[src/acPkg.sv]
package acPkg;

	//////////////////////////////////////////////////////////////////////
	// Frame geometry
	//////////////////////////////////////////////////////////////////////

	// Samples per frame and number of correlation lags
	localparam int frameLen = 240;
	localparam int numLags  = 11;

	// Q15 rounding for the window product
	localparam int roundBias = 16384;
	localparam int q15Shift  = 15;

	//////////////////////////////////////////////////////////////////////
	// Data types
	//////////////////////////////////////////////////////////////////////

	// Speech samples and window coefficients
	typedef logic signed [15:0] sampleT;
	// Sample memory address
	typedef logic [7:0] addrT;
	// Result index, 0 to 10
	typedef logic [3:0] lagT;
	// Wide accumulator, headroom for 240 full-scale products
	typedef logic signed [39:0] accT;
	// One r value as written out
	typedef logic signed [31:0] corrT;

	// Last addresses of each sequence
	localparam addrT lastAddr = addrT'(frameLen - 1);
	localparam lagT  lastLag  = lagT'(numLags - 1);

	// Saturation bounds
	localparam sampleT sampleMax = 16'sh7FFF;
	localparam sampleT sampleMin = 16'sh8000;
	localparam corrT   corrMax   = 32'sh7FFF_FFFF;
	localparam corrT   corrMin   = 32'sh8000_0000;

	// One sample beat broadcast to every correlator
	typedef struct packed {
		logic   valid;
		logic   first;
		sampleT cur;
	} corrBeatT;

	// Sequencer states
	typedef enum logic [1:0] {wIdle, wRun, wWait} windowStateT;
	typedef enum logic [1:0] {fIdle, fRun, fDrain} feedStateT;
	typedef enum logic [1:0] {dIdle, dRun, dDone} drainStateT;

endpackage

[src/resultDrain.sv]
module resultDrain import acPkg::*; (
	input  logic               mclk,
	input  logic               rstN,
	input  logic               sumsReady,
	input  corrT [numLags-1:0] rAll,
	output lagT                rReq,
	output corrT               rOut,
	output logic               rWrite,
	output logic               done
);

	drainStateT state;
	lagT idx;

	// One result per cycle straight from the selected correlator
	assign rReq   = idx;
	assign rOut   = rAll[idx];
	assign rWrite = (state == dRun);
	// Frame end, also releases the window sequencer
	assign done   = (state == dDone);

	//////////////////////////////////////////////////////////////////////
	// Drain sequencer
	//////////////////////////////////////////////////////////////////////

	always_ff @(posedge mclk) begin
		if (!rstN) begin
			state <= dIdle;
			idx   <= '0;
		end else begin
			case (state)
				dIdle: begin
					idx <= '0;
					if (sumsReady)
						state <= dRun;
				end
				// Lags 0 to 10 back to back
				dRun: begin
					idx <= idx + lagT'(1);
					if (idx == lastLag)
						state <= dDone;
				end
				dDone: state <= dIdle;
				default: state <= dIdle;
			endcase
		end
	end

endmodule

[config.mk]
export PLATFORM = sky130hd
export DESIGN_NAME = resultDrain
export DESIGN_NICKNAME = d
export VERILOG_FILES = /design/src/acPkg.sv /design/src/resultDrain.sv
export SDC_FILE = /design/constraint.sdc
export NUM_CORES = 1
export LEC_CHECK = 0
export ABC_CLOCK_PERIOD_IN_PS = 1400
export CORE_AREA = 3 3 154 156
export CTS_CLUSTER_DIAMETER = 50
export DETAILED_ROUTE_END_ITERATION = 12
export DIE_AREA = 0 0 157 159
export DONT_BUFFER_PORTS = 1
export GPL_TIMING_DRIVEN = 0
export HOLD_SLACK_MARGIN = 0.08
export PLACE_DENSITY = 0.3
export SLEW_MARGIN = 20
export SYNTH_ARGS = -nofsm -noshare
export SYNTH_HDL_FRONTEND = slang
export SYNTH_SLANG_ARGS = --single-unit
[constraint.sdc]
create_clock -name mclk -period 1.4 [get_ports mclk]
set_input_delay 0.07 -clock mclk [delete_from_list [all_inputs] [get_ports mclk]]
set_output_delay 0.07 -clock mclk [all_outputs]
set_load 0.03 [all_outputs]
==> impl_results.md <==
- Routed WL per cell: 29.0 µm
- Min-delay src: rAll[308]
- Worst r2r src: rReq[0]
- Share of layout cells above drive strength 1: 85.0%
- Worst setup EP type: primary output
- Congestion Overflow GR: 0
- Yosys cell types: 31
- Required time of the critical path: 1330 ps
- Initial antenna violation count: 0
- Failing checks: negative setup slack
- WHS Endpoint: rOut[20]
- Vias in the first global route: 3590
- Yosys Warn Count: 0
- Commonest non-fill, non-tap cell in the layout: mux2_4
- Clk_skew: 4.51 ps
- Hold-critical path depth: 2
- Final WL: 18.3 mm
- Utilization after layout: 23.2%
- Run status: finished, violations left
- Area growth, synth to finish: 59.9%
- Avg Synthesized Cell Area: 9.98 µm²
- Rows: 55
- Worst Max-Slew Pin Slew: 583 ps
- Slew Limit Fails: 0
- Number of H-tree levels: 1
- Arrival @ worst endpoint: 1870 ps
- Fin crit share: 139%
- Placed cell area: 0.00436 mm²
- DRT iter0 DRCs: 152
- Antenna Violating Nets Remaining: 0
- Largest net degree at the start of global routing: 11
- Top Ports: 393
- CTS root buffer: clkbuf_16
- Clock tree buffer depth: 2
- Final Hold Viols: 0
- Worst setup margin: -543 ps
- Post-Route Setup TNS: -16800 ps
- Clk_lat worst skew: 230 ps
- Worst Path Max Fanout: 6
- Routed via count: 3206
- Port bufs: 0
- Die area: 0.0250 mm²
- Leakage: 1.76 nW
- Die W: 157 µm
- #FFs+latches synth: 6
- Final-stage net count: 704
- First-pass GRT wire length: 23.4 mm
- Inserted Diodes: 0
- Net Count, Synth: 684
- Slew Limit Headroom: 61.0%
- Peak supply drop: 0.000746 V
- F_max: 0.515 GHz
- Commonest cells after routing, fill and taps aside: mux2_4 (68), a22oi_2 (64), nand3_4 (32)
- Seq/Total Area, Yosys: 3.68%
- Initial Util: 14.5%
- Fin area: 0.00522 mm²
- Area of the core: 0.0225 mm²
- Max-Cap Viols: 0
- GRT Util Overall: 12.5%
- Placed wire-length estimate: 14.3 mm
- Clock transition at path regs: 40 ps
- Inst Count DP: 612
- P per Cell Area: 338 mW/mm²
- CP Launch Type: flop
- Hold WC Path Type: input port to primary output
- Reg-to-reg setup timing slack: -180 ps
- WS Path Type: flop to primary output
- FF-to-FF path depth: 6
- Sink Count: 6
- Num CTS Buffers: 3
- Via/cell ratio: 5.08
- DR pass1 iterations: 4
- Setup-failing EPs final: 35
- Post-Syn Instances: 327
- Drc violations: 0
- Min Tclk post-route: 1940 ps
- TritonCTS clock tree: done
- Mapped cell area: 0.00326 mm²
- Die extent in y: 159 µm
- RR Endpoint: state[0]
- Routability congestion estimate from global placement: 0.740
- Fin cells: 631
- RSZ-0062 raised after global routing: true
[power by group]
part	internal (mW)	total (mW)	switching (mW)
combinational	0.563	1.10	0.533
sequential	0.174	0.187	0.0123
clock	0.378	0.481	0.103
[synth_stat cells]
cell / number / area share [%]
mux2_2: 77 / 27
a22oi_1: 64 / 15
nand2_1: 34 / 3.9
nand3_1: 33 / 5.1
mux4_1: 26 / 21
mux2_1: 17 / 5.9
buf_2: 15 / 2.3
buf_6: 10 / 3.4
dfxtp_1: 6 / 3.7
mux4_2: 6 / 4.1
clkbuf_1: 4 / 0.46
a21oi_1: 3 / 0.46
buf_4: 3 / 0.69
nor2_1: 3 / 0.34
nor2b_1: 3 / 0.57
buf_12: 2 / 1.2
clkbuf_2: 2 / 0.31
ha_1: 2 / 0.77
inv_1: 2 / 0.23
mux2_4: 2 / 0.92
nand3b_1: 2 / 0.46
nor3b_2: 2 / 0.77
a2111oi_0: 1 / 0.27
and3_1: 1 / 0.19
and3b_1: 1 / 0.27
and3b_2: 1 / 0.31
mux2i_1: 1 / 0.31
nand2b_1: 1 / 0.19
nor4bb_1: 1 / 0.31
o21ai_0: 1 / 0.15
o22ai_1: 1 / 0.19
[cell type report]
| type | instances | area, µm² |
|---|---|---|
| flip-flops and latches | 6 | 130 |
| clock buffers | 4 | 78.8 |
| plain buffers | 34 | 470 |
| repair buffers | 17 | 333 |
| inverters | 2 | 10.0 |
| well taps | 285 | 357 |
| multi-input cells | 283 | 3840 |
| fillers | 2360 | 17300 |
[sequential cells by signal, summed over array words and instances (netlist names)]
register	cells
rReq	4
state	2
[worst max-delay path by stage]
stage	from	endpoint	slack (ps)	cells after the start
2_1_floorplan	rReq[1]	rOut[2]	-150	6
3_3_place_gp	rReq[0]	rOut[22]	-500	6
3_5_place_dp	rReq[0]	rOut[22]	-540	6
4_1_cts	rReq[1]	rOut[30]	-580	6
5_1_grt	rReq[1]	rOut[22]	-590	5
6_report	rReq[1]	rOut[24]	-540	6
[per-stage QoR]
step	hold slack, ps	power, mW	worst slack, ps
after detailed placement	232	1.11	-541
after global routing	324	1.84	-595
final	316	1.76	-543
after global placement	225	1.11	-499
after CTS	316	1.68	-583
after floorplan	216	0.981	-146
[per-layer routing]
metal | share of wire, % | vias to the layer above | track usage (%)
met5 | 0 | - | 0
met4 | 1.5 | 0 | 1.39
met3 | 5.6 | 16 | 1.25
met2 | 54 | 216 | 24.8
met1 | 39 | 1601 | 14.5
li1 | - | 1373 | -
[repair_timing]
action	in CTS	in global routing
pin swaps	38	55
endpoints found under the setup margin	39	36
cloned	2	7
endpoints found under the hold margin	6	0
resized for setup	73	74
setup buffers	5	1
hold buffers	2	0
[critical path, cell delays in order (launching register included)]
cell and delay, ps:
dfxtp_4 420, clkbuf_16 200, clkbuf_16 170, buf_12 140, mux2_4 310, a22oi_2 200
nand3_4 170
[cell families (layout without fill, tap and decap cells)]
kind of cell,count (synthesis),in the layout,share of synthesized area [%]
simple gates,82,82,12.4
compound gates,70,70,15.8
fa+ha+maj,2,2,0.766
flops,6,6,3.68
buf+inv,38,57,8.66
mux,129,129,58.7
Power figures use the tool's default switching activity.
