**src/acPkg.sv**
```systemverilog
package acPkg;

	//////////////////////////////////////////////////////////////////////
	// Frame geometry
	//////////////////////////////////////////////////////////////////////

	// Samples per frame and number of correlation lags
	localparam int frameLen = 240;
	localparam int numLags  = 11;

	// Q15 rounding for the window product
	localparam int roundBias = 16384;
	localparam int q15Shift  = 15;

	//////////////////////////////////////////////////////////////////////
	// Data types
	//////////////////////////////////////////////////////////////////////

	// Speech samples and window coefficients
	typedef logic signed [15:0] sampleT;
	// Sample memory address
	typedef logic [7:0] addrT;
	// Result index, 0 to 10
	typedef logic [3:0] lagT;
	// Wide accumulator, headroom for 240 full-scale products
	typedef logic signed [39:0] accT;
	// One r value as written out
	typedef logic signed [31:0] corrT;

	// Last addresses of each sequence
	localparam addrT lastAddr = addrT'(frameLen - 1);
	localparam lagT  lastLag  = lagT'(numLags - 1);

	// Saturation bounds
	localparam sampleT sampleMax = 16'sh7FFF;
	localparam sampleT sampleMin = 16'sh8000;
	localparam corrT   corrMax   = 32'sh7FFF_FFFF;
	localparam corrT   corrMin   = 32'sh8000_0000;

	// One sample beat broadcast to every correlator
	typedef struct packed {
		logic   valid;
		logic   first;
		sampleT cur;
	} corrBeatT;

	// Sequencer states
	typedef enum logic [1:0] {wIdle, wRun, wWait} windowStateT;
	typedef enum logic [1:0] {fIdle, fRun, fDrain} feedStateT;
	typedef enum logic [1:0] {dIdle, dRun, dDone} drainStateT;

endpackage

```
**src/windowUnit.sv**
```systemverilog
module windowUnit import acPkg::*; (
	input  logic   mclk,
	input  logic   rstN,
	input  logic   ready,
	input  logic   done,
	input  sampleT xIn,
	input  sampleT winIn,
	output addrT   xReq,
	output addrT   yWriteReq,
	output sampleT yOut,
	output logic   yWrite,
	output logic   windowDone
);

	windowStateT state;
	addrT addr;
	// Full Q30 product and its rounded Q15 value before saturation
	logic signed [31:0] prod;
	logic signed [31:0] rounded;

	// Read and write share one address, y[n] lands where x[n] came from
	assign xReq      = addr;
	assign yWriteReq = addr;
	assign yWrite    = (state == wRun);

	//////////////////////////////////////////////////////////////////////
	// Windowing datapath
	//////////////////////////////////////////////////////////////////////

	assign prod    = xIn * winIn;
	// Round to nearest, then back to Q15
	assign rounded = (prod + roundBias) >>> q15Shift;

	// Only -1 * -1 can overflow, clamp both ends anyway
	always_comb begin
		if (rounded > sampleMax)
			yOut = sampleMax;
		else if (rounded < sampleMin)
			yOut = sampleMin;
		else
			yOut = sampleT'(rounded);
	end

	//////////////////////////////////////////////////////////////////////
	// Phase-one sequencer
	//////////////////////////////////////////////////////////////////////

	always_ff @(posedge mclk) begin
		if (!rstN) begin
			state      <= wIdle;
			addr       <= '0;
			windowDone <= 1'b0;
		end else begin
			// Pulse one cycle after the write of sample 239
			windowDone <= (state == wRun) && (addr == lastAddr);
			case (state)
				wIdle: begin
					addr <= '0;
					if (ready)
						state <= wRun;
				end
				wRun: begin
					addr <= addr + addrT'(1);
					if (addr == lastAddr)
						state <= wWait;
				end
				// Busy until the drain finishes, ready ignored here
				wWait: begin
					if (done)
						state <= wIdle;
				end
				default: state <= wIdle;
			endcase
		end
	end

endmodule

```
**config.mk**
```make
export PLATFORM = sky130hd
export DESIGN_NAME = windowUnit
export DESIGN_NICKNAME = d
export VERILOG_FILES = /design/src/acPkg.sv /design/src/windowUnit.sv
export SDC_FILE = /design/constraint.sdc
export NUM_CORES = 1
export LEC_CHECK = 0
export ABC_AREA = 1
export BUFFER_PORTS_ARGS = -buffer_cell sky130_fd_sc_hd__buf_4
export CAP_MARGIN = 20
export CORE_UTILIZATION = 30
export DETAILED_ROUTE_END_ITERATION = 8
export PLACE_DENSITY = 0.48
export RECOVER_POWER = 100
export SKIP_LAST_GASP = 1
export SYNTH_ARGS = -nofsm -noshare
export SYNTH_HDL_FRONTEND = slang
export SYNTH_SLANG_ARGS = --single-unit
```
**constraint.sdc**
```tcl
create_clock -name mclk -period 12.78 [get_ports mclk]
set_input_delay 0.639 -clock mclk [delete_from_list [all_inputs] [get_ports mclk]]
set_output_delay 0.639 -clock mclk [all_outputs]
set_load 0.02 [all_outputs]
```
==> flow_metrics.py <==
metrics = {
    "synth": {
        "synth_top_family_by_area": "adder cells",
        "yosys.area_share.adder_pct": 55.5,
        "synthesis.instances": 1531,
        "synth_compound_area_share_pct": 2.90,
        "yosys.area_share.simple_pct": 20.4,
        "synthMuxAreaShare_pct": 0,
        "synth_cell_type_count": 33,
        "synth_fp_nets": 1907,
        "ys_seq_elements": 11,
        "postSynthAreaPerCell_sq_um": 7.32,
        "synth_xor_area_share_pct": 0.626,
        "synthesis.area_sq_mm": 0.0112,
        "yosysSeqAreaShare_pct": 1.97,
        "yosys_warnings": 0,
    },
    "critical_path": {
        "crit_path_start_kind": "primary input",
        "critical_path_arrival_ns": 7.14,
        "path_class": "in -> out",
        "cp-end-kind": "output pin",
        "crit_fanout": 15,
        "cp.required_ns": 12.14,
    },
    "floorplanning": {
        "ios": 70,
        "die_h_um": 195,
        "die-area_sq_mm": 0.0381,
        "fp.coreArea_sq_mm": 0.0367,
        "initial_core_util_pct": 30.5,
        "fp-row-count": 70,
        "fp.dieW_um": 195,
    },
    "route": {
        "drtAntennaViolNets": 0,
        "wl_per_cell_um": 13.9,
        "drc_errors": 0,
        "vias": 8838,
        "drt_wl_total_mm": 27.8,
        "drt_iter0_markers": 338,
        "via_per_inst": 4.41,
        "first_pass_iters": 5,
    },
    "sta": {
        "relSlewSlack_pct": 47.0,
        "fmax_mhz": 129,
        "finalCritPeriodShare_pct": 60.8,
        "setup_viol": 0,
        "timing.hold.ws_ns": 0.500,
        "final_hold_viol_count": 0,
        "min_period_ns": 7.77,
        "finalSetupTns_ns": 0,
        "finClkSkew_ns": 0.00199,
        "tightest_slew_ns": 0.795,
        "slew_viol_final": 0,
        "rsz0062_at_grt": "false",
    },
    "clock_network": {
        "cts_sinks": 11,
        "clk_pin_slew_worst_paths_ns": 0.04,
        "cts_hold_buf": 0,
        "cts_root_buffer": "clkbuf_16",
        "clkLatencyLatePin_ns": 0.24,
        "h-tree-depth": 1,
        "clk_path_buf_depth": 2,
        "cts-buffers-inserted": 3,
        "postCtsSetupRepairBufs": 0,
        "cts_resized": 0,
        "cts_tree": "yes",
    },
    "place": {
        "io_buffers": 69,
        "place_area_sq_mm": 0.0120,
        "post-dp-hpwl_mm": 24.1,
        "globalplace.congestion": 0.850,
    },
    "finish": {
        "layout_commonest_cell": "inv_1",
        "syn2layout_area_growth_pct": 6.75,
        "finalInstanceArea_sq_mm": 0.0120,
        "nNetsFinal": 1914,
        "drive_above_1_share_pct": 3.19,
        "diodes": 0,
        "layout_common_cells": "475 x inv_1, 440 x nand2_1, 262 x fa_1",
    },
    "run_status": {
        "status": "finished clean",
    },
    "grt": {
        "grt.total_usage_pct": 16.0,
        "grt_max_degree": 18,
        "antenna_found_initial": 0,
        "first_global_vias": 10000,
        "grt_pass1_wl_mm": 49.0,
        "gr-total-overflow": 0,
    },
    "run": {
        "maxCapViolations": 0,
    },
    "hold_path": {
        "hold_path_class": "reg -> reg",
    },
}
==> layout make-up <==
type / count / area (sq um)
Clock buffer: 4 / 78.8
Multi-Input combinational cell: 978 / 8890
Sequential cell: 11 / 220
Fill cell: 4058 / 24700
Inverter: 475 / 1780
Timing Repair Buffer: 69 / 394
Tap cell: 468 / 586
==> registers in the layout, summed over array words and instances, names as in the netlist <==
signal      flops
state           2
xReq            8
windowDone      1
==> cell families after synthesis <==
family / count (synthesis)
compound gates: 57
xor+xnor: 8
fa+ha+maj: 340
buf+inv: 542
flops: 11
simple gates: 573
==> layer usage <==
layer | routed length, um | global-route usage (%)
met1 | 12100 | 19.7
met2 | 15000 | 31.3
met3 | 461 | 0.604
met4 | 295 | 1.95
met5 | 0 | 0
==> path summary, 6_finish.rpt <==
| kind | startpoint | to | slack (ns) | cells after the start |
|---|---|---|---|---|
| max reg2reg | xReq[0] | xReq[6] | 11.29 | 9 |
| min | xReq[6] | xReq[6] | 0.50 | 1 |
| min reg2reg | xReq[6] | xReq[6] | 0.50 | 1 |
| max | winIn[1] | yOut[13] | 5.01 | 23 |
==> synthesized netlist by cell type <==
cell	n	area share, %
buf_1	1	0.033
buf_6	2	0.20
o21ai_0	13	0.58
xor2_1	7	0.55
nand2_2	3	0.17
a21oi_1	31	1.4
clkbuf_2	1	0.045
nand3b_4	1	0.18
a21o_1	2	0.13
or2_2	4	0.22
nand3b_1	4	0.27
nor3_1	7	0.31
and2_1	1	0.056
dfxtp_1	11	2.0
nor2_1	72	2.4
inv_1	475	16
a32o_1	2	0.18
o21bai_1	6	0.40
nand3_1	32	1.4
nand4_1	4	0.22
xnor2_1	1	0.078
nor2_2	1	0.056
buf_4	8	0.54
a221oi_1	1	0.078
ha_1	78	8.7
nand3_2	1	0.089
fa_1	262	47
clkbuf_1	55	1.8
nor4_1	2	0.11
nor2_4	1	0.10
o21a_1	1	0.067
o32ai_1	1	0.078
nand2_1	440	15
==> critical path, stage by stage <==
cell and delay (ns):
clkbuf_1 0.58, nand2_1 0.21, inv_1 0.16, fa_1 0.55, fa_1 0.91, fa_1 0.53
fa_1 0.50, fa_1 0.49, inv_1 0.05, fa_1 0.47, inv_1 0.04, ha_1 0.35
nand2_1 0.11, nor2_1 0.15, inv_1 0.07, o21ai_0 0.24, a21oi_1 0.15, nand2_1 0.11
nand2_1 0.05, nand3_1 0.33, nand2_1 0.10, nand2_1 0.08, clkbuf_1 0.24
==> stage by stage <==
| stage | setup WS (ns) | utilization (%) | instances |
|---|---|---|---|
| 2_1_floorplan | 6.01 | - | 1531 |
| 3_3_place_gp | 5.71 | 32.7 | 2001 |
| 3_5_place_dp | 5.60 | 32.7 | 2001 |
| 4_1_cts | 5.56 | 32.9 | 2005 |
| 5_1_grt | 4.36 | 32.6 | 2005 |
| 6_report | 5.01 | 32.6 | 2005 |
Power is left out: the tool's default activity adds up to more than one toggle a clock period on the data nets, which glitch-free logic cannot reach.
