## src/acPkg.sv

```systemverilog
package acPkg;

	//////////////////////////////////////////////////////////////////////
	// Frame geometry
	//////////////////////////////////////////////////////////////////////

	// Samples per frame and number of correlation lags
	localparam int frameLen = 240;
	localparam int numLags  = 11;

	// Q15 rounding for the window product
	localparam int roundBias = 16384;
	localparam int q15Shift  = 15;

	//////////////////////////////////////////////////////////////////////
	// Data types
	//////////////////////////////////////////////////////////////////////

	// Speech samples and window coefficients
	typedef logic signed [15:0] sampleT;
	// Sample memory address
	typedef logic [7:0] addrT;
	// Result index, 0 to 10
	typedef logic [3:0] lagT;
	// Wide accumulator, headroom for 240 full-scale products
	typedef logic signed [39:0] accT;
	// One r value as written out
	typedef logic signed [31:0] corrT;

	// Last addresses of each sequence
	localparam addrT lastAddr = addrT'(frameLen - 1);
	localparam lagT  lastLag  = lagT'(numLags - 1);

	// Saturation bounds
	localparam sampleT sampleMax = 16'sh7FFF;
	localparam sampleT sampleMin = 16'sh8000;
	localparam corrT   corrMax   = 32'sh7FFF_FFFF;
	localparam corrT   corrMin   = 32'sh8000_0000;

	// One sample beat broadcast to every correlator
	typedef struct packed {
		logic   valid;
		logic   first;
		sampleT cur;
	} corrBeatT;

	// Sequencer states
	typedef enum logic [1:0] {wIdle, wRun, wWait} windowStateT;
	typedef enum logic [1:0] {fIdle, fRun, fDrain} feedStateT;
	typedef enum logic [1:0] {dIdle, dRun, dDone} drainStateT;

endpackage

```

## src/lagFeeder.sv

```systemverilog
module lagFeeder import acPkg::*; (
	input  logic                  mclk,
	input  logic                  rstN,
	input  logic                  windowDone,
	input  sampleT                yIn,
	output addrT                  yReadReq,
	output corrBeatT              beat,
	output sampleT [numLags-1:0]  taps,
	output logic                  sumsReady
);

	feedStateT state;
	addrT addr;

	assign yReadReq = addr;

	//////////////////////////////////////////////////////////////////////
	// Phase-two read sequencer
	//////////////////////////////////////////////////////////////////////

	always_ff @(posedge mclk) begin
		if (!rstN) begin
			state     <= fIdle;
			addr      <= '0;
			sumsReady <= 1'b0;
		end else begin
			// Last beat is accumulated at the end of fDrain
			sumsReady <= (state == fDrain);
			case (state)
				fIdle: begin
					addr <= '0;
					if (windowDone)
						state <= fRun;
				end
				fRun: begin
					addr <= addr + addrT'(1);
					if (addr == lastAddr)
						state <= fDrain;
				end
				// Final beat in flight to the correlators
				fDrain: state <= fIdle;
				default: state <= fIdle;
			endcase
		end
	end

	//////////////////////////////////////////////////////////////////////
	// Beat register and delay line
	//////////////////////////////////////////////////////////////////////

	// One beat per read, registered so y lookup and MAC sit in separate cycles
	always_ff @(posedge mclk) begin
		if (!rstN) begin
			beat <= '0;
		end else begin
			beat.valid <= (state == fRun);
			beat.first <= (state == fRun) && (addr == '0);
			beat.cur   <= yIn;
		end
	end

	// taps[k] tracks y[n-k] for the beat currently presented
	// Cleared at frame start so lags before sample 0 multiply by zero
	always_ff @(posedge mclk) begin
		if (state == fIdle && windowDone)
			taps <= '0;
		else if (state == fRun)
			taps <= {taps[numLags-2:0], yIn};
	end

endmodule

```

## config.mk

```make
export PLATFORM = sky130hd
export DESIGN_NAME = lagFeeder
export DESIGN_NICKNAME = d
export VERILOG_FILES = /design/src/acPkg.sv /design/src/lagFeeder.sv
export SDC_FILE = /design/constraint.sdc
export NUM_CORES = 1
export LEC_CHECK = 0
export ABC_AREA = 1
export BUFFER_PORTS_ARGS = -buffer_cell sky130_fd_sc_hd__buf_2
export CORE_MARGIN = 2
export CORE_UTILIZATION = 50
export CTS_CLUSTER_DIAMETER = 50
export CTS_CLUSTER_SIZE = 10
export DETAILED_ROUTE_END_ITERATION = 10
export PLACE_DENSITY = 0.85
export SYNTH_ARGS = -nofsm -noshare
export SYNTH_HDL_FRONTEND = slang
export SYNTH_SLANG_ARGS = --single-unit
```

## constraint.sdc

```tcl
create_clock -name mclk -period 1.8 [get_ports mclk]
set_clock_uncertainty 0.15 [all_clocks]
set_input_delay 0.09 -clock mclk [delete_from_list [all_inputs] [get_ports mclk]]
set_output_delay 0.09 -clock mclk [all_outputs]
set_load 0.02 [all_outputs]
```

==> results of run 1 <==
[placed cells by master, fill, tap and decap left out, drive strengths merged, types with 3 or more instances in the layout]
cell type | synthesis | routed
nand3 | 3 | 3
nand4 | 3 | 3
dfxtp | 205 | 205
nand2 | 390 | 390
dlygate4sd3 | 0 | 33
nor2 | 11 | 11
buf | 49 | 233
inv | 31 | 31
clkbuf | 10 | 27
a21oi | 179 | 179
[registers in the layout (all words and copies together) (netlist names)]
signal	count
sumsReady	1
taps	176
beat	18
yReadReq	8
state	2
[repair_timing]
item,4_1_cts,5_1_grt
endpoints found under the hold margin,37,0
hold buffers,33,0
setup endpoints to repair,0,6
resized for setup,0,1
[path summary, 6_finish.rpt]
check	cells past startpoint	start	endpoint
worst max-delay path	5	state[1]	taps[140]
worst min-delay path	4	windowDone	taps[127]
worst max register to register	5	state[1]	taps[140]
worst min register to register	2	taps[165]	taps[165]
[worst max-delay path, stage by stage (launching register included)]
cell and delay, ps:
dfxtp_1 400, inv_2 130, nand2_8 160, buf_12 330, nand2_1 130, a21oi_1 180
[where the power goes]
group / internal, mW / leakage [nW] / switching (mW)
sequential: 4.68 / 1.66 / 0.109
combinational: 0.330 / 2.12 / 0.741
clock: 2.44 / 0.314 / 1.67
total: 7.45 / 4.09 / 2.52
[metrics by stage]
step | total power, mW | instances | setup WS (ps) | hold slack (ps)
2_1_floorplan | 5.522 | 891 | 469.1 | 33.45
3_3_place_gp | 5.835 | 1245 | 217.0 | 136.2
3_5_place_dp | 5.845 | 1245 | 160.5 | 140.1
4_1_cts | 9.970 | 1306 | 107.0 | 102.3
5_1_grt | 10.33 | 1307 | 21.83 | 128.8
6_report | 9.968 | 1307 | 145.4 | 104.9
[synth_stat cells]
library cell    n
buf_4           2
nor2_1         11
ha_1            2
xor2_1          1
dfxtp_1       205
buf_1           1
clkbuf_1       10
inv_2           2
nand2_1       389
o31ai_1         1
nand2_4         1
nor3_1          1
and3_1          1
nor3b_2         1
nand3_1         3
o21ai_0         2
nor4_1          1
a21oi_1       179
nand4_1         3
inv_1          29
buf_2          46
[kinds of logic (layout without fill, tap and decap cells)]
logic type	Yosys count	after routing	synth area share, %
AOI/OAI and AO/OA	182	182	12.99
xor gates and xnor gates	1	1	0.1246
adders and majority gates	2	2	0.3559
buffers and inverters	90	325	5.730
DFF	205	205	58.37
other	0	1	0
and+or+nand+nor	411	411	22.42
[metal layers]
layer	global-route usage, %	routed length [µm]
met2	40.73	9450
met4	9.914	712
met1	32.04	8106
met3	7.342	1718
met5	0	0
[area by class of cell]
| type | count | area [µm²] |
|---|---|---|
| clock inverter | 1 | 5.005 |
| multi-input combinational | 596 | 2539 |
| clock buffer | 27 | 633.1 |
| sequential | 205 | 4105 |
| timing repair buffer | 266 | 1614 |
| antenna | 1 | 2.502 |
| fill | 1116 | 4582 |
| inverter | 31 | 121.4 |
| tap | 180 | 225.2 |
==> run_results.csv, run 1 <==
group,metric,value,unit
layout,utilization,66.86,%
placed_design,port-buffer-count,221,
grt,grt_pass1_wl,30.62,mm
timing,min_period_over_period,91.92,%
layout,drive_gt1_share,23.45,%
floorplanning,rows,43,
route,drt_pass1_iterations,5,
synth,yosys_warnings,0,
clock_tree,cts.path.max_buffers,3,
timing,hold_viol,0,
route,totalWireLength,19.99,mm
timing,fmax,604.4,MHz
floorplanning,die_area,15030,µm²
timing,rsz0062_at_grt,"false",
synth,yosysTopAreaCell,"dfxtp_1",
grt,overflow,0,
worst_setup_path,r2r_setup_slack,150,ps
synth,syn_avg_cell_area,7.891,µm²
layout,design_area,9245,µm²
layout,syn_to_final_growth,31.50,%
hold_path,hold_class,"input port to flip-flop",
placed_design,place_congestion,0.8384,
timing,min_period,1655,ps
synth,netlist_area,7030,µm²
timing,slew-limit-headroom,70.42,%
clock_tree,clk_latency,490,ps
timing,setup_viol,0,
floorplanning,io_pins,222,
synth,synth_nets,912,
worst_setup_path,cp-start-kind,"flip-flop",
worst_setup_path,crit_type,"flip-flop to flip-flop",
placed_design,dp_hpwl,11.93,mm
clock_tree,path_clk_slew,50,ps
worst_setup_path,worstPathMaxFanout,100,
synth,netlist.area_leader.share,58.37,%
route,detail_route.vias_per_cell,5.162,
clock_tree,htree_num_levels,1,
route,drc_errors,0,
placed_design,placed_area,8273,µm²
clock_tree,cts_buffers,24,
run,drv_cap,0,
worst_setup_path,worstPathRequired,2060,ps
floorplanning,start_util,50.85,%
route,num_vias,6747,
timing,setup_tns,0,ps
route,ant_nets,0,
grt,grt_max_degree,101,
clock_tree,cts_num_sinks,205,
clock_tree,cts_tree,"yes",
power_and_ir_drop,p_leak,4.091,nW
power_and_ir_drop,ir_worst_vdd,0.7739,mV
timing,drv_slew,0,
outcome,status,"finished clean",
synth,synthCells,891,
synth,ys_top_cells_by_area,"dfxtp_1 58%, nand2_1 21%, a21oi_1 13%",
grt,grtUsageTotal,25.29,%
floorplanning,fp.dieH,122.6,µm
clock_tree,cts_setup_buffers,0,
floorplanning,chipWidth,122.6,µm
power_and_ir_drop,powerDensity,1078,nW/µm²
route,wl_per_cell,15.29,µm
grt,grt_pass1_vias,6087,
synth,yosysSeqAreaShare,58.37,%
layout,final_nets,1145,
worst_setup_path,worst-endpoint-arrival,1910,ps
grt,grt_antenna_before_repair,1,
timing,worst_pin_slew,443.7,ps
synth,yosysUniqueCellTypes,21,
synth,yosys_register_bits,205,
route,drtIter0Drc,517,
clock_tree,root_buffer,"clkbuf_16",
worst_setup_path,cp-end-kind,"flip-flop",
floorplanning,core_area,13830,µm²
Power figures use the tool's default switching activity.
==> run 2, diff against run 1 <==
--- a/config.mk
+++ b/config.mk
@@ -9,6 +9,7 @@
 export BUFFER_PORTS_ARGS = -buffer_cell sky130_fd_sc_hd__buf_2
 export CORE_MARGIN = 2
 export CORE_UTILIZATION = 50
+export CTS_BUF_LIST = sky130_fd_sc_hd__clkbuf_16
 export CTS_CLUSTER_DIAMETER = 50
 export CTS_CLUSTER_SIZE = 10
 export DETAILED_ROUTE_END_ITERATION = 10
==> run 2 against run 1 <==
Worst hold slack improved by 0.69 ps; sequential power about the same; combinational power about the same; design area unchanged; critical path depth increased by 1; clock power about the same; total power decreased by 0.14%; first-iteration DRC count increased by 0.19%; largest cell class unchanged.
==> run_results.csv, run 2 (synthesis results as in run 1) <==
group,metric,value,unit
grt,grt_antenna_before_repair,1,
layout,final_nets,1145,
timing,fmax,602.5,MHz
grt,grt_pass1_wl,30.62,mm
route,wl_met1,8.085,mm
worst_setup_path,endpoint,"taps[10]",
worst_setup_path,worstPathMaxFanout,29,
clock_tree,clk_latency,490,ps
worst_setup_path,worst-endpoint-arrival,1910,ps
clock_tree,path_clk_slew,50,ps
route,drtIter0Drc,518,
timing,drv_slew,0,
grt,grt_pass1_vias,6087,
power_and_ir_drop,p_leak,4.099,nW
route,ant_nets,0,
outcome,status,"finished clean",
layout,syn_to_final_growth,31.50,%
timing,min_period,1660,ps
clock_tree,cts_tree,"yes",
route,drc_errors,0,
worst_setup_path,r2r_setup_slack,140,ps
timing,slew-limit-headroom,70.37,%
route,wl_per_cell,15.27,µm
floorplanning,fp.dieH,122.6,µm
layout,top_register,"taps",
timing,min_period_over_period,92.20,%
route,num_vias,6760,
timing,rsz0062_at_grt,"false",
floorplanning,io_pins,222,
clock_tree,root_buffer,"clkbuf_16",
clock_tree,cts.path.max_buffers,3,
floorplanning,core_area,13830,µm²
route,dr_wl_met2,9.436,mm
floorplanning,rows,43,
timing,setup_viol,0,
floorplanning,die_area,15030,µm²
power_and_ir_drop,ir_worst_vdd,0.7749,mV
grt,grtUsageTotal,25.29,%
worst_setup_path,cp-end-kind,"flip-flop",
hold_path,hold_class,"input port to flip-flop",
worst_setup_path,r2r_end,"taps[10]",
clock_tree,cts_setup_buffers,0,
layout,largest_reg_flops,176,
worst_setup_path,worstSetupStartpoint,"state[1]",
route,wl_met3,1.722,mm
worst_setup_path,cp-start-kind,"flip-flop",
timing,setup_tns,0,ps
worst_setup_path,crit_type,"flip-flop to flip-flop",
route,detail_route.vias_per_cell,5.172,
worst_setup_path,r2r_start,"state[1]",
layout,utilization,66.86,%
layout,final_common_cell,"nand2_1",
clock_tree,cts_num_sinks,205,
layout,drive_gt1_share,23.45,%
placed_design,dp_hpwl,11.93,mm
floorplanning,chipWidth,122.6,µm
grt,overflow,0,
clock_tree,htree_num_levels,1,
clock_tree,cts_buffers,24,
worst_setup_path,reg2reg_depth,6,
floorplanning,start_util,50.85,%
run,drv_cap,0,
route,highest_layer,"met4",
timing,hold_viol,0,
route,totalWireLength,19.96,mm
layout,final_cell_mix,"389 x nand2_1, 221 x buf_2, 204 x dfxtp_1, 179 x a21oi_1, 33 x dlygate4sd3_1",
route,drt_pass1_iterations,5,
power_and_ir_drop,powerDensity,1077,nW/µm²
grt,grt_max_degree,101,
worst_setup_path,worstPathRequired,2050,ps
placed_design,port-buffer-count,221,
placed_design,place_congestion,0.8384,
timing,worst_pin_slew,444.5,ps
[run 2: changes by cell type in the layout (fill, tap and decap cells not counted), sizes merged]
cell    previous run  this run
inv               31        33
clkbuf            27        25
[run 2: worst min-delay path by stage]
stage	startpoint	endpoint	slack (ps)	cells after the start
2_1_floorplan	yIn[0]	beat[0]	30	2
3_3_place_gp	yIn[10]	beat[10]	140	3
3_5_place_dp	yIn[6]	beat[6]	140	3
4_1_cts	windowDone	taps[127]	100	4
5_1_grt	windowDone	taps[56]	130	4
6_report	windowDone	taps[127]	110	4
[run 2: power breakdown]
| group | switching [mW] | leakage [nW] | total [mW] | internal, mW |
|---|---|---|---|---|
| registers | 0.109 | 1.66 | 4.79 | 4.68 |
| logic | 0.740 | 2.12 | 1.07 | 0.330 |
| clock network | 1.67 | 0.323 | 4.10 | 2.43 |
[run 2: through the flow]
step	total power, mW	instances	instance area, µm²	setup slack (ps)	hold WS, ps
finish	9.955	1307	9245	140.4	105.6
global placement	5.835	1245	8273	217.0	136.2
detailed placement	5.845	1245	8273	160.5	140.1
floorplan	5.522	891	7030	469.1	33.45
global route	10.32	1307	9245	21.83	128.8
CTS	9.959	1306	9241	107.0	102.3
[run 2: area by class of cell]
class | count | area (µm²)
fill | 1116 | 4582
clock buffer | 25 | 625.6
inverter | 31 | 121.4
tap | 180 | 225.2
multi-input combinational | 596 | 2539
sequential | 205 | 4105
antenna | 1 | 2.502
timing repair buffer | 266 | 1614
clock inverter | 3 | 12.51
[run 2: what timing repair did]
item / CTS / global route
endpoints found under the setup margin: 0 / 6
gates resized for setup: 0 / 1
hold endpoints to repair: 37 / 0
hold buffers: 33 / 0
[run 2: worst max-delay path: stages (launching register included)]
cell and delay [ps]:
dfxtp_1 340, inv_2 170, nand2_8 150, inv_6 240, buf_4 250, nand2_1 70
a21oi_1 190
[run 2: layer usage]
metal,vias to the layer above,GRT usage [%]
li1,3275,-
met1,3130,32.04
met2,294,40.73
met3,61,7.342
met4,0,9.914
met5,-,0
