[src/acPkg.sv]
package acPkg;

	//////////////////////////////////////////////////////////////////////
	// Frame geometry
	//////////////////////////////////////////////////////////////////////

	// Samples per frame and number of correlation lags
	localparam int frameLen = 240;
	localparam int numLags  = 11;

	// Q15 rounding for the window product
	localparam int roundBias = 16384;
	localparam int q15Shift  = 15;

	//////////////////////////////////////////////////////////////////////
	// Data types
	//////////////////////////////////////////////////////////////////////

	// Speech samples and window coefficients
	typedef logic signed [15:0] sampleT;
	// Sample memory address
	typedef logic [7:0] addrT;
	// Result index, 0 to 10
	typedef logic [3:0] lagT;
	// Wide accumulator, headroom for 240 full-scale products
	typedef logic signed [39:0] accT;
	// One r value as written out
	typedef logic signed [31:0] corrT;

	// Last addresses of each sequence
	localparam addrT lastAddr = addrT'(frameLen - 1);
	localparam lagT  lastLag  = lagT'(numLags - 1);

	// Saturation bounds
	localparam sampleT sampleMax = 16'sh7FFF;
	localparam sampleT sampleMin = 16'sh8000;
	localparam corrT   corrMax   = 32'sh7FFF_FFFF;
	localparam corrT   corrMin   = 32'sh8000_0000;

	// One sample beat broadcast to every correlator
	typedef struct packed {
		logic   valid;
		logic   first;
		sampleT cur;
	} corrBeatT;

	// Sequencer states
	typedef enum logic [1:0] {wIdle, wRun, wWait} windowStateT;
	typedef enum logic [1:0] {fIdle, fRun, fDrain} feedStateT;
	typedef enum logic [1:0] {dIdle, dRun, dDone} drainStateT;

endpackage

[src/lagCorrelator.sv]
module lagCorrelator import acPkg::*; (
	input  logic     mclk,
	input  logic     rstN,
	input  corrBeatT beat,
	input  sampleT   tap,
	output corrT     r
);

	accT acc;
	// y[n] * y[n-k], exact in 32 bits
	logic signed [31:0] prod;
	// Accumulator times two, one guard bit
	logic signed [$bits(accT):0] dbl;

	assign prod = beat.cur * tap;

	//////////////////////////////////////////////////////////////////////
	// Multiply-accumulate
	//////////////////////////////////////////////////////////////////////

	always_ff @(posedge mclk) begin
		if (!rstN) begin
			acc <= '0;
		end else if (beat.valid) begin
			// First beat of a frame restarts the sum
			if (beat.first)
				acc <= accT'(prod);
			else
				acc <= acc + accT'(prod);
		end
	end

	//////////////////////////////////////////////////////////////////////
	// Output scaling
	//////////////////////////////////////////////////////////////////////

	assign dbl = {acc, 1'b0};

	// Held until the next first beat, drain reads it at leisure
	always_comb begin
		if (dbl > corrMax)
			r = corrMax;
		else if (dbl < corrMin)
			r = corrMin;
		else
			r = corrT'(dbl);
	end

endmodule

[config.mk]
export PLATFORM = sky130hd
export DESIGN_NAME = lagCorrelator
export DESIGN_NICKNAME = d
export VERILOG_FILES = /design/src/acPkg.sv /design/src/lagCorrelator.sv
export SDC_FILE = /design/constraint.sdc
export NUM_CORES = 1
export LEC_CHECK = 0
export ABC_AREA = 1
export BUFFER_PORTS_ARGS = -buffer_cell sky130_fd_sc_hd__buf_2
export CORE_UTILIZATION = 25
export CTS_BUF_LIST = sky130_fd_sc_hd__clkbuf_4
export DETAILED_ROUTE_END_ITERATION = 16
export PLACE_DENSITY = 0.4
export SLEW_MARGIN = 20
export SYNTH_ARGS = -nofsm -noshare
export SYNTH_HDL_FRONTEND = slang
export SYNTH_SLANG_ARGS = --single-unit
export TNS_END_PERCENT = 100
[constraint.sdc]
create_clock -name mclk -period 7.41 [get_ports mclk]
set_input_delay 1.482 -clock mclk [delete_from_list [all_inputs] [get_ports mclk]]
set_output_delay 1.482 -clock mclk [all_outputs]
set_load 0.02 [all_outputs]
==> flow_results.xml, run 1 <==
<?xml version="1.0" encoding="UTF-8"?>
<metrics>
  <group name="run_status">
    <metric name="status" unit="">finished with violations</metric>
    <metric name="failing_checks" unit="">setup timing</metric>
  </group>
  <group name="flow_run">
    <metric name="maxCapViolCount" unit="">0</metric>
  </group>
  <group name="placed_design">
    <metric name="last_weighted_congestion_value_of_the_routability_driven_placer" unit="">0.8846</metric>
    <metric name="place.detailed.instances" unit="">3449</metric>
    <metric name="detailedPlacementHpwl" unit="um">46910</metric>
    <metric name="port_buffers" unit="">67</metric>
    <metric name="dpl_worst_slack" unit="ns">-1.352</metric>
  </group>
  <group name="grt">
    <metric name="groute.usage.overall" unit="">0.1790</metric>
    <metric name="maximum_number_of_pins_on_one_net_before_global_route_repair" unit="">53</metric>
    <metric name="antenna_found_initial" unit="">1</metric>
    <metric name="vias_in_the_first_global_route" unit="">16660</metric>
    <metric name="grt_pass1_wl" unit="um">90190</metric>
    <metric name="globalRoute.totalOverflow" unit="">0</metric>
  </group>
  <group name="min_path">
    <metric name="hold_path_end" unit="">acc[10]</metric>
    <metric name="min_delay_path_depth" unit="">2</metric>
    <metric name="min-delay-start" unit="">acc[10]</metric>
    <metric name="min-delay-path-class" unit="">flop to flop</metric>
  </group>
  <group name="yosys">
    <metric name="synth.avg_cell_area" unit="sq um">6.776</metric>
    <metric name="synthesis.nets" unit="">2743</metric>
    <metric name="synth_most_common_cell" unit="">sky130_fd_sc_hd__nand2_1</metric>
    <metric name="yosys.cell_types.count" unit="">47</metric>
    <metric name="synthTopCellsByArea" unit="">sky130_fd_sc_hd__fa_1 34%, sky130_fd_sc_hd__nand2_1 15%, sky130_fd_sc_hd__inv_1 14%</metric>
    <metric name="synth.cells.most_frequent" unit="">618 x sky130_fd_sc_hd__nand2_1, 579 x sky130_fd_sc_hd__inv_1, 263 x sky130_fd_sc_hd__fa_1, 141 x sky130_fd_sc_hd__nor2_1, 125 x sky130_fd_sc_hd__ha_1</metric>
    <metric name="synth_largest_area_cell" unit="">sky130_fd_sc_hd__fa_1</metric>
    <metric name="ys_warn_count" unit="">0</metric>
    <metric name="number_of_flops_mapped_to_enable_cells_by_yosys" unit="">0</metric>
    <metric name="synth-seq-area-share" unit="">0.05096</metric>
    <metric name="postSynth.topFlopCell" unit="">sky130_fd_sc_hd__dfxtp_1</metric>
    <metric name="async_reset_ff_frac" unit="">0</metric>
    <metric name="ys_ff_latch" unit="">40</metric>
    <metric name="syn_area" unit="sq mm">0.01571</metric>
    <metric name="synth_top_area_share" unit="">0.3351</metric>
    <metric name="synth_cells" unit="">2319</metric>
  </group>
  <group name="clock_tree">
    <metric name="cts_tree" unit="">yes</metric>
    <metric name="cts-root-to-sink-buffers" unit="">2</metric>
    <metric name="holdBufCountCts" unit="">0</metric>
    <metric name="cts_num_sinks" unit="">40</metric>
    <metric name="htree_levels" unit="">2</metric>
    <metric name="cts_buffers" unit="">5</metric>
    <metric name="clk_root_buffer_cell" unit="">sky130_fd_sc_hd__clkbuf_4</metric>
    <metric name="clock_latency" unit="ns">0.42</metric>
    <metric name="cts.reportedPaths.clkPinSlew" unit="ns">0.16</metric>
  </group>
  <group name="sta">
    <metric name="timing_max_transition_violations_final" unit="">0</metric>
    <metric name="worst_pin_slew" unit="ns">1.016</metric>
    <metric name="unrepaired_setup_endpoints_after_global_routing" unit="">yes</metric>
    <metric name="final_report_setup_violation_count" unit="">21</metric>
    <metric name="finalCritPeriodShare" unit="">1.037</metric>
    <metric name="post_route_minimum_period" unit="ns">7.682</metric>
    <metric name="hold_violations" unit="">0</metric>
    <metric name="slew_headroom" unit="">0.3183</metric>
    <metric name="fin_worst_hold_slack" unit="ns">0.5124</metric>
    <metric name="clock_skew" unit="ns">0.01458</metric>
    <metric name="max_freq" unit="MHz">130.2</metric>
    <metric name="fin_ws" unit="ns">-0.2725</metric>
  </group>
  <group name="detailed_routing">
    <metric name="routed-via-count" unit="">15700</metric>
    <metric name="first_drt_pass_iteration_count" unit="">7</metric>
    <metric name="post_route_drc" unit="">0</metric>
    <metric name="routed_wirelength_normalized_by_instance_count" unit="um">15.58</metric>
    <metric name="drt.antenna.violating_nets" unit="">0</metric>
    <metric name="iteration_0_drc_count_of_the_detailed_router" unit="">660</metric>
    <metric name="postRouteWirelength" unit="um">55740</metric>
    <metric name="avgViaCountPerCell" unit="">4.388</metric>
  </group>
  <group name="critical_path">
    <metric name="crit_top_cell" unit="">sky130_fd_sc_hd__fa_1</metric>
    <metric name="critical-path-max-stage-delay" unit="ns">0.66</metric>
    <metric name="worst_setup_path_start_kind" unit="">input port</metric>
    <metric name="worstReg2RegStart" unit="">acc[0]</metric>
    <metric name="worstPathRequired" unit="ns">7.75</metric>
    <metric name="reg2reg_depth" unit="">15</metric>
    <metric name="timing_worst_setup_path_type" unit="">input port to flop</metric>
    <metric name="cp-end-kind" unit="">flop</metric>
    <metric name="timing.rr.end" unit="">acc[20]</metric>
    <metric name="crit_arrival" unit="ns">8.02</metric>
    <metric name="r2r_setup_slack" unit="ns">4.93</metric>
    <metric name="crit_path_max_fanout" unit="">8</metric>
    <metric name="worst_path_max_delay_cell" unit="">sky130_fd_sc_hd__fa_2</metric>
  </group>
  <group name="cells_and_area">
    <metric name="top_regs" unit="">acc x40</metric>
    <metric name="most_flops_register" unit="">acc</metric>
    <metric name="layout.filler_cells" unit="">6568</metric>
    <metric name="number_of_nets_at_the_end_of_the_flow" unit="">3161</metric>
    <metric name="final-instance-count-excl-fill" unit="">3577</metric>
    <metric name="post_route_cells_drive_above_1_share" unit="">0.3864</metric>
    <metric name="largest_register_ffs" unit="">40</metric>
    <metric name="area_growth_syn_to_layout" unit="%">50.70</metric>
  </group>
  <group name="die">
    <metric name="start_util" unit="">0.2537</metric>
    <metric name="fp-row-count" unit="">91</metric>
    <metric name="core" unit="sq mm">0.06194</metric>
    <metric name="i_o_pin_count" unit="">68</metric>
    <metric name="design.die.area" unit="sq mm">0.06386</metric>
    <metric name="die-height" unit="um">252.7</metric>
    <metric name="die_span_in_x" unit="um">252.7</metric>
  </group>
</metrics>
==> how the worst max path moves through the flow <==
stage / endpoint / startpoint / slack, ns
CTS: acc[33] / beat[6] / -0.24
floorplan: acc[39] / tap[4] / -0.02
finish: acc[37] / beat[15] / -0.27
global placement: acc[28] / beat[15] / -1.26
detailed placement: acc[28] / beat[15] / -1.35
global route: acc[37] / tap[4] / -0.50
==> critical path, delay by kind of cell <==
family,cells,cell delay (ns)
adder cells (fa/ha/maj),8,3.76
AND/OR/NAND/NOR,18,1.90
buffers and inverters,9,0.86
==> layout by cell type, fill, tap and decap left out, drive strengths merged, types with 6 or more instances in the layout <==
cell      n
a31oi    10
o211ai    6
fa      263
or2      11
nand2   630
a21o      7
nor3     10
o21bai   10
nand3b   12
xor2     14
ha      125
o21ai    87
xnor2    10
nor2    152
nand3   112
a21oi   101
and2      7
dfxtp    40
inv     586
nand4    23
buf     492
clkbuf    8
==> stage by stage <==
stage,cell area (sq um),setup TNS [ns],util
2_1_floorplan,16450,-0.05419,-
3_3_place_gp,19720,-27.27,0.3184
3_5_place_dp,19720,-27.77,0.3184
4_1_cts,22070,-3.039,0.3564
5_1_grt,23680,-8.286,0.3823
6_report,23680,-3.226,0.3823
==> final cells by class <==
| type | instances | area (sq um) | share of cell area |
|---|---|---|---|
| Multi-Input combinational cell | 1606 | 15350 | 0.6482 |
| Timing Repair Buffer | 495 | 4174 | 0.1763 |
| Inverter | 589 | 2230 | 0.09415 |
| Tap cell | 837 | 1047 | 0.04422 |
| Sequential cell | 40 | 800.8 | 0.03381 |
| Clock buffer | 5 | 37.54 | 0.001585 |
| Clock inverter | 3 | 37.54 | 0.001585 |
| Antenna cell | 2 | 5.005 | 0.0002113 |
==> per-layer routing <==
layer / vias up / part of all wire / global-route usage
met5: - / 0 / 0
met1: 7707 / 0.47 / 0.2455
met2: 188 / 0.49 / 0.3086
met3: 54 / 0.023 / 0.01215
li1: 7748 / - / -
met4: 0 / 0.015 / 0.03429
==> logic make-up (layout without fill, tap and decap cells) <==
| kind of cell | after synthesis | after routing | share of synthesized area |
|---|---|---|---|
| AOI/OAI and AO/OA | 231 | 231 | 0.08265 |
| xor gates and xnor gates | 24 | 24 | 0.01385 |
| adders and majority gates | 388 | 388 | 0.4346 |
| buffers and inverters | 674 | 1092 | 0.1614 |
| DFF | 40 | 40 | 0.05096 |
| other | 0 | 2 | 0 |
| and+or+nand+nor | 962 | 963 | 0.2565 |
==> repair_timing <==
item	CTS	global route
pin swaps	157	202
setup buffers	76	45
cloned	1	0
resized for setup	428	333
setup endpoints to repair	27	29
Power of run 1 is left out: the tool's default activity adds up to more than one toggle a clock period on the data nets, which glitch-free logic cannot reach.
==> inputs of run 2 (changes only) <==
- CORE_UTILIZATION: 25 -> 44
- PLACE_DENSITY: 0.4 -> 0.6
- clock period: 7.41 -> 8.45 ns (I/O delays scaled with it)
==> run 2 against run 1 <==
Against the previous run: the run now ends clean; critical endpoint is now acc[30]; worst setup slack better by 0.61 ns; clock skew is 0.0012 ns lower; wire length is 15% lower; register-to-register slack improved by 0.82 ns; count of clock-buffer cells in the layout rose by 2; flip-flop and latch count stayed put; highest routed layer unchanged; hold slack is essentially flat; critical path depth decreased by 3; cell count fell by 16%; sequential share of layout area grew 0.94 points.
==> flow_results.xml, run 2 (synthesis results as in run 1) <==
<?xml version="1.0" encoding="UTF-8"?>
<metrics>
  <group name="run_status">
    <metric name="status" unit="">finished clean</metric>
  </group>
  <group name="grt">
    <metric name="grt_pass1_wl" unit="um">78360</metric>
    <metric name="groute.usage.overall" unit="">0.2746</metric>
    <metric name="globalRoute.totalOverflow" unit="">0</metric>
    <metric name="maximum_number_of_pins_on_one_net_before_global_route_repair" unit="">53</metric>
    <metric name="vias_in_the_first_global_route" unit="">15320</metric>
    <metric name="antenna_found_initial" unit="">2</metric>
  </group>
  <group name="placed_design">
    <metric name="port_buffers" unit="">67</metric>
    <metric name="placement.cell_area" unit="sq mm">0.01807</metric>
    <metric name="last_weighted_congestion_value_of_the_routability_driven_placer" unit="">0.9635</metric>
    <metric name="detailedPlacementHpwl" unit="um">40820</metric>
  </group>
  <group name="cells_and_area">
    <metric name="number_of_nets_at_the_end_of_the_flow" unit="">2962</metric>
    <metric name="area_growth_syn_to_layout" unit="%">17.97</metric>
    <metric name="most-common-layout-cells" unit="">606 x sky130_fd_sc_hd__nand2_1, 578 x sky130_fd_sc_hd__inv_1, 260 x sky130_fd_sc_hd__fa_1</metric>
    <metric name="multi_input_comb_area" unit="sq mm">0.01274</metric>
    <metric name="post_route_cells_drive_above_1_share" unit="">0.1686</metric>
    <metric name="top_regs" unit="">acc x40</metric>
    <metric name="layout.cells.most_common" unit="">sky130_fd_sc_hd__nand2_1</metric>
    <metric name="finalInstanceArea" unit="sq mm">0.01854</metric>
    <metric name="largest_register_ffs" unit="">40</metric>
    <metric name="most_flops_register" unit="">acc</metric>
    <metric name="layout.filler_cells" unit="">3569</metric>
    <metric name="seq_area" unit="sq um">800.8</metric>
    <metric name="final_core_utilization" unit="">0.5314</metric>
  </group>
  <group name="detailed_routing">
    <metric name="routed_wirelength_normalized_by_instance_count" unit="um">15.78</metric>
    <metric name="avgViaCountPerCell" unit="">5.023</metric>
    <metric name="drt.antenna.violating_nets" unit="">0</metric>
    <metric name="iteration_0_drc_count_of_the_detailed_router" unit="">1074</metric>
    <metric name="postRouteWirelength" unit="um">47290</metric>
    <metric name="post_route_drc" unit="">0</metric>
    <metric name="routed-via-count" unit="">15060</metric>
    <metric name="first_drt_pass_iteration_count" unit="">5</metric>
  </group>
  <group name="clock_tree">
    <metric name="cts_num_sinks" unit="">40</metric>
    <metric name="cts-root-to-sink-buffers" unit="">2</metric>
    <metric name="clock_latency" unit="ns">0.39</metric>
    <metric name="cts_tree" unit="">yes</metric>
    <metric name="cts.reportedPaths.clkPinSlew" unit="ns">0.15</metric>
    <metric name="htree_levels" unit="">2</metric>
    <metric name="cts_buffers" unit="">5</metric>
    <metric name="clk_root_buffer_cell" unit="">sky130_fd_sc_hd__clkbuf_4</metric>
    <metric name="holdBufCountCts" unit="">0</metric>
  </group>
  <group name="critical_path">
    <metric name="crit_path_max_fanout" unit="">8</metric>
    <metric name="crit_arrival" unit="ns">8.42</metric>
    <metric name="r2r_setup_slack" unit="ns">5.75</metric>
    <metric name="critical-path-max-stage-delay" unit="ns">0.51</metric>
    <metric name="delay_heaviest_family_cp" unit="">adder cells</metric>
    <metric name="cp-end-kind" unit="">flop</metric>
    <metric name="critical_path_buf_inv_count" unit="">7</metric>
    <metric name="setup.worst_path.start" unit="">tap[2]</metric>
    <metric name="worstPathRequired" unit="ns">8.76</metric>
    <metric name="worst_path_max_delay_cell" unit="">sky130_fd_sc_hd__fa_2</metric>
    <metric name="timing_worst_setup_path_type" unit="">input port to flop</metric>
    <metric name="worst_setup_path_start_kind" unit="">input port</metric>
    <metric name="worstReg2RegStart" unit="">acc[0]</metric>
  </group>
  <group name="sta">
    <metric name="max_freq" unit="MHz">123.3</metric>
    <metric name="clock_skew" unit="ns">0.01339</metric>
    <metric name="worst_pin_slew" unit="ns">1.175</metric>
    <metric name="slew_headroom" unit="">0.2161</metric>
    <metric name="timing_max_transition_violations_final" unit="">0</metric>
    <metric name="final_report_setup_violation_count" unit="">0</metric>
    <metric name="finalCritPeriodShare" unit="">0.9596</metric>
    <metric name="hold_violations" unit="">0</metric>
    <metric name="post_route_minimum_period" unit="ns">8.109</metric>
  </group>
  <group name="die">
    <metric name="die_span_in_x" unit="um">191.0</metric>
    <metric name="i_o_pin_count" unit="">68</metric>
    <metric name="die-height" unit="um">191.0</metric>
    <metric name="design.die.area" unit="sq mm">0.03647</metric>
    <metric name="start_util" unit="">0.4505</metric>
    <metric name="core" unit="sq mm">0.03488</metric>
    <metric name="fp-row-count" unit="">68</metric>
  </group>
  <group name="min_path">
    <metric name="min-delay-start" unit="">acc[3]</metric>
    <metric name="min-delay-path-class" unit="">flop to flop</metric>
  </group>
  <group name="flow_run">
    <metric name="maxCapViolCount" unit="">0</metric>
  </group>
</metrics>
==> run 2: layer usage <==
layer | up-vias | global-route usage | share of wire
li1 | 7335 | - | -
met1 | 7302 | 0.3979 | 0.47
met2 | 380 | 0.4498 | 0.45
met3 | 38 | 0.03011 | 0.064
met4 | 0 | 0.03477 | 0.011
met5 | - | 0 | 0
==> run 2: worst paths after layout <==
check | cells past startpoint | end
setup / recovery | 32 | acc[30]
hold reg to reg | 2 | acc[3]
hold / removal | 2 | acc[3]
setup reg to reg | 14 | acc[32]
==> run 2: metrics by stage <==
stage                     worst slack (ns)  std cells  TNS (ns)  hold slack [ns]
after floorplan                     0.2818       2319         0           0.4627
after global placement             -0.3291       2981    -3.854           0.4840
after detailed placement           -0.3361       2981    -4.222           0.4906
after CTS                          0.06502       2989         0           0.5108
after global routing              -0.01890       2996  -0.04542           0.5239
final                               0.3413       2997         0           0.5123
==> run 2: tightest hold or removal path, stage by stage (launching register included) <==
cell and delay, ns:
sky130_fd_sc_hd__dfxtp_1 0.34, sky130_fd_sc_hd__inv_1 0.06, sky130_fd_sc_hd__a221oi_1 0.07
==> run 2: repair_timing <==
item                                    4_1_cts  5_1_grt
buffers inserted                              0        3
endpoints found under the setup margin        0       21
gates resized for setup                       0       96
==> run 2: layout make-up <==
class / count / area share
diodes: 3 / 0.0004050
multi-input cells: 1605 / 0.6871
flip-flops and latches: 40 / 0.04320
repair inverters: 1 / 0.0004050
well taps: 455 / 0.03071
repair buffers: 296 / 0.1157
clock buffers: 7 / 0.002835
inverters: 589 / 0.1195
clock inverters: 1 / 0.0002025
Power of run 2 is left out for the same reason.
==> inputs of run 3 (changes only) <==
- CTS_BUF_LIST: sky130_fd_sc_hd__clkbuf_4 -> unset
==> run 3 against run 2 <==
Against the previous run: count of clock-buffer cells in the layout grew 1; cell count is essentially flat; hold slack lost 0.0087 ns.
==> flow_results.xml, run 3 (synthesis results as in run 1) <==
<?xml version="1.0" encoding="UTF-8"?>
<metrics>
  <group name="grt">
    <metric name="vias_in_the_first_global_route" unit="">15330</metric>
    <metric name="antenna_found_initial" unit="">1</metric>
    <metric name="grt_pass1_wl" unit="um">78510</metric>
    <metric name="groute.usage.overall" unit="">0.2751</metric>
    <metric name="maximum_number_of_pins_on_one_net_before_global_route_repair" unit="">53</metric>
    <metric name="globalRoute.totalOverflow" unit="">0</metric>
  </group>
  <group name="cells_and_area">
    <metric name="seq_area" unit="sq um">800.8</metric>
    <metric name="final-instance-count-excl-fill" unit="">2998</metric>
    <metric name="post_route_cells_drive_above_1_share" unit="">0.1899</metric>
    <metric name="multi_input_comb_area" unit="sq mm">0.01309</metric>
    <metric name="layout.filler_cells" unit="">3508</metric>
    <metric name="most_flops_register" unit="">acc</metric>
    <metric name="top_regs" unit="">acc x40</metric>
    <metric name="most-common-layout-cells" unit="">596 x sky130_fd_sc_hd__nand2_1, 578 x sky130_fd_sc_hd__inv_1, 256 x sky130_fd_sc_hd__fa_1</metric>
    <metric name="number_of_nets_at_the_end_of_the_flow" unit="">2966</metric>
    <metric name="layout.cells.most_common" unit="">sky130_fd_sc_hd__nand2_1</metric>
    <metric name="largest_register_ffs" unit="">40</metric>
    <metric name="antenna-diode-count" unit="">0</metric>
    <metric name="area_growth_syn_to_layout" unit="%">21.01</metric>
  </group>
  <group name="detailed_routing">
    <metric name="iteration_0_drc_count_of_the_detailed_router" unit="">979</metric>
    <metric name="post_route_drc" unit="">0</metric>
    <metric name="wl_met3" unit="um">2820</metric>
    <metric name="postRouteWirelength" unit="um">47920</metric>
    <metric name="met2RoutedLength" unit="um">21650</metric>
    <metric name="routed_wirelength_normalized_by_instance_count" unit="um">15.98</metric>
    <metric name="met1Wirelength" unit="um">22700</metric>
    <metric name="routed.top_layer" unit="">met5</metric>
    <metric name="routed-via-count" unit="">15080</metric>
    <metric name="drt.antenna.violating_nets" unit="">0</metric>
    <metric name="avgViaCountPerCell" unit="">5.029</metric>
    <metric name="first_drt_pass_iteration_count" unit="">5</metric>
  </group>
  <group name="min_path">
    <metric name="min_delay_path_depth" unit="">2</metric>
    <metric name="min-delay-path-class" unit="">flop to flop</metric>
  </group>
  <group name="clock_tree">
    <metric name="cts_buffers" unit="">5</metric>
    <metric name="cts_tree" unit="">yes</metric>
    <metric name="cts.reportedPaths.clkPinSlew" unit="ns">0.07</metric>
    <metric name="cts_num_sinks" unit="">40</metric>
    <metric name="clock_latency" unit="ns">0.30</metric>
    <metric name="htree_levels" unit="">2</metric>
    <metric name="clk_root_buffer_cell" unit="">sky130_fd_sc_hd__clkbuf_16</metric>
    <metric name="cts-root-to-sink-buffers" unit="">2</metric>
    <metric name="holdBufCountCts" unit="">0</metric>
  </group>
  <group name="sta">
    <metric name="worst_pin_slew" unit="ns">1.146</metric>
    <metric name="hold_violations" unit="">0</metric>
    <metric name="timing_max_transition_violations_final" unit="">0</metric>
    <metric name="finalCritPeriodShare" unit="">0.9672</metric>
    <metric name="fin_ws" unit="ns">0.2776</metric>
    <metric name="max_freq" unit="MHz">122.4</metric>
    <metric name="slew_headroom" unit="">0.2353</metric>
    <metric name="post_route_minimum_period" unit="ns">8.172</metric>
    <metric name="clock_skew" unit="ns">0.004508</metric>
    <metric name="unrepaired_setup_endpoints_after_global_routing" unit="">yes</metric>
    <metric name="final_report_setup_violation_count" unit="">0</metric>
    <metric name="totalNegativeSetupSlack" unit="ns">0</metric>
  </group>
  <group name="critical_path">
    <metric name="crit_arrival" unit="ns">8.37</metric>
    <metric name="crit_path_max_fanout" unit="">7</metric>
    <metric name="reg2reg_depth" unit="">14</metric>
    <metric name="critical-path-max-stage-delay" unit="ns">0.53</metric>
    <metric name="cp-end-kind" unit="">flop</metric>
    <metric name="worstPathRequired" unit="ns">8.65</metric>
    <metric name="worst_setup_path_start_kind" unit="">input port</metric>
    <metric name="crit_top_cell" unit="">sky130_fd_sc_hd__nand2_1</metric>
    <metric name="timing_worst_setup_path_type" unit="">input port to flop</metric>
    <metric name="worst_path_max_delay_cell" unit="">sky130_fd_sc_hd__fa_1</metric>
  </group>
  <group name="die">
    <metric name="i_o_pin_count" unit="">68</metric>
    <metric name="design.die.area" unit="sq mm">0.03647</metric>
    <metric name="fp-row-count" unit="">68</metric>
    <metric name="die-height" unit="um">191.0</metric>
    <metric name="start_util" unit="">0.4505</metric>
    <metric name="core" unit="sq mm">0.03488</metric>
    <metric name="die_span_in_x" unit="um">191.0</metric>
  </group>
  <group name="placed_design">
    <metric name="dpl_worst_slack" unit="ns">-0.3361</metric>
    <metric name="port_buffers" unit="">67</metric>
    <metric name="place.detailed.instances" unit="">2981</metric>
    <metric name="detailedPlacementHpwl" unit="um">40820</metric>
    <metric name="last_weighted_congestion_value_of_the_routability_driven_placer" unit="">0.9635</metric>
  </group>
  <group name="run_status">
    <metric name="status" unit="">finished clean</metric>
  </group>
  <group name="flow_run">
    <metric name="maxCapViolCount" unit="">0</metric>
  </group>
</metrics>
## run 3: cell types whose count changed in the layout (fill, tap and decap cells not counted), moves of 5 or more
cell,previous run,this run
sky130_fd_sc_hd__clkbuf_16,0,5
sky130_fd_sc_hd__ha_4,8,23
sky130_fd_sc_hd__nand2_1,606,596
sky130_fd_sc_hd__buf_4,223,230
sky130_fd_sc_hd__clkbuf_4,14,9
sky130_fd_sc_hd__a21oi_2,21,27
sky130_fd_sc_hd__a21oi_1,80,73
sky130_fd_sc_hd__nor2_2,25,31
sky130_fd_sc_hd__nor2_1,122,113
sky130_fd_sc_hd__nand2_2,20,29
sky130_fd_sc_hd__buf_2,59,54
sky130_fd_sc_hd__ha_1,111,97
## run 3: cell type report
cell class,instances,area share
multi-input cells,1605,0.6884
flip-flops and latches,40,0.04211
repair inverters,1,0.0003948
clock buffers,8,0.007698
inverters,589,0.1165
repair buffers,300,0.1150
well taps,455,0.02994
## run 3: worst paths after layout
check	startpoint	slack (ns)	endpoint
hold reg to reg	acc[10]	0.50	acc[10]
hold / removal	acc[10]	0.50	acc[10]
setup / recovery	tap[15]	0.28	acc[30]
setup reg to reg	acc[0]	5.75	acc[32]
## run 3: through the flow
step / util / cell area [sq um] / hold slack [ns]
3_5_place_dp: 0.5179 / 18070 / 0.4906
4_1_cts: 0.5224 / 18220 / 0.4984
5_1_grt: 0.5451 / 19020 / 0.5256
2_1_floorplan: - / 15710 / 0.4627
6_report: 0.5451 / 19020 / 0.5036
3_3_place_gp: 0.5179 / 18070 / 0.4840
## run 3: worst max-delay path: cells and delay by family
family,cells,cell delay (ns)
and+or+nand+nor,17,1.86
adders and majority gates,8,3.53
buffers and inverters,10,1.28
## run 3: layer usage
layer,GRT usage,vias up
li1,-,7353
met1,0.3968,7290
met2,0.4511,378
met3,0.03194,53
met4,0.03569,2
met5,0,-
## run 3: timing repair
action                                  CTS  global route
pin swaps                                 0            25
setup buffers                             0             7
resized for setup                         3           167
endpoints found under the setup margin    5            25
cloned                                    0             1
Power of run 3 is left out for the same reason.
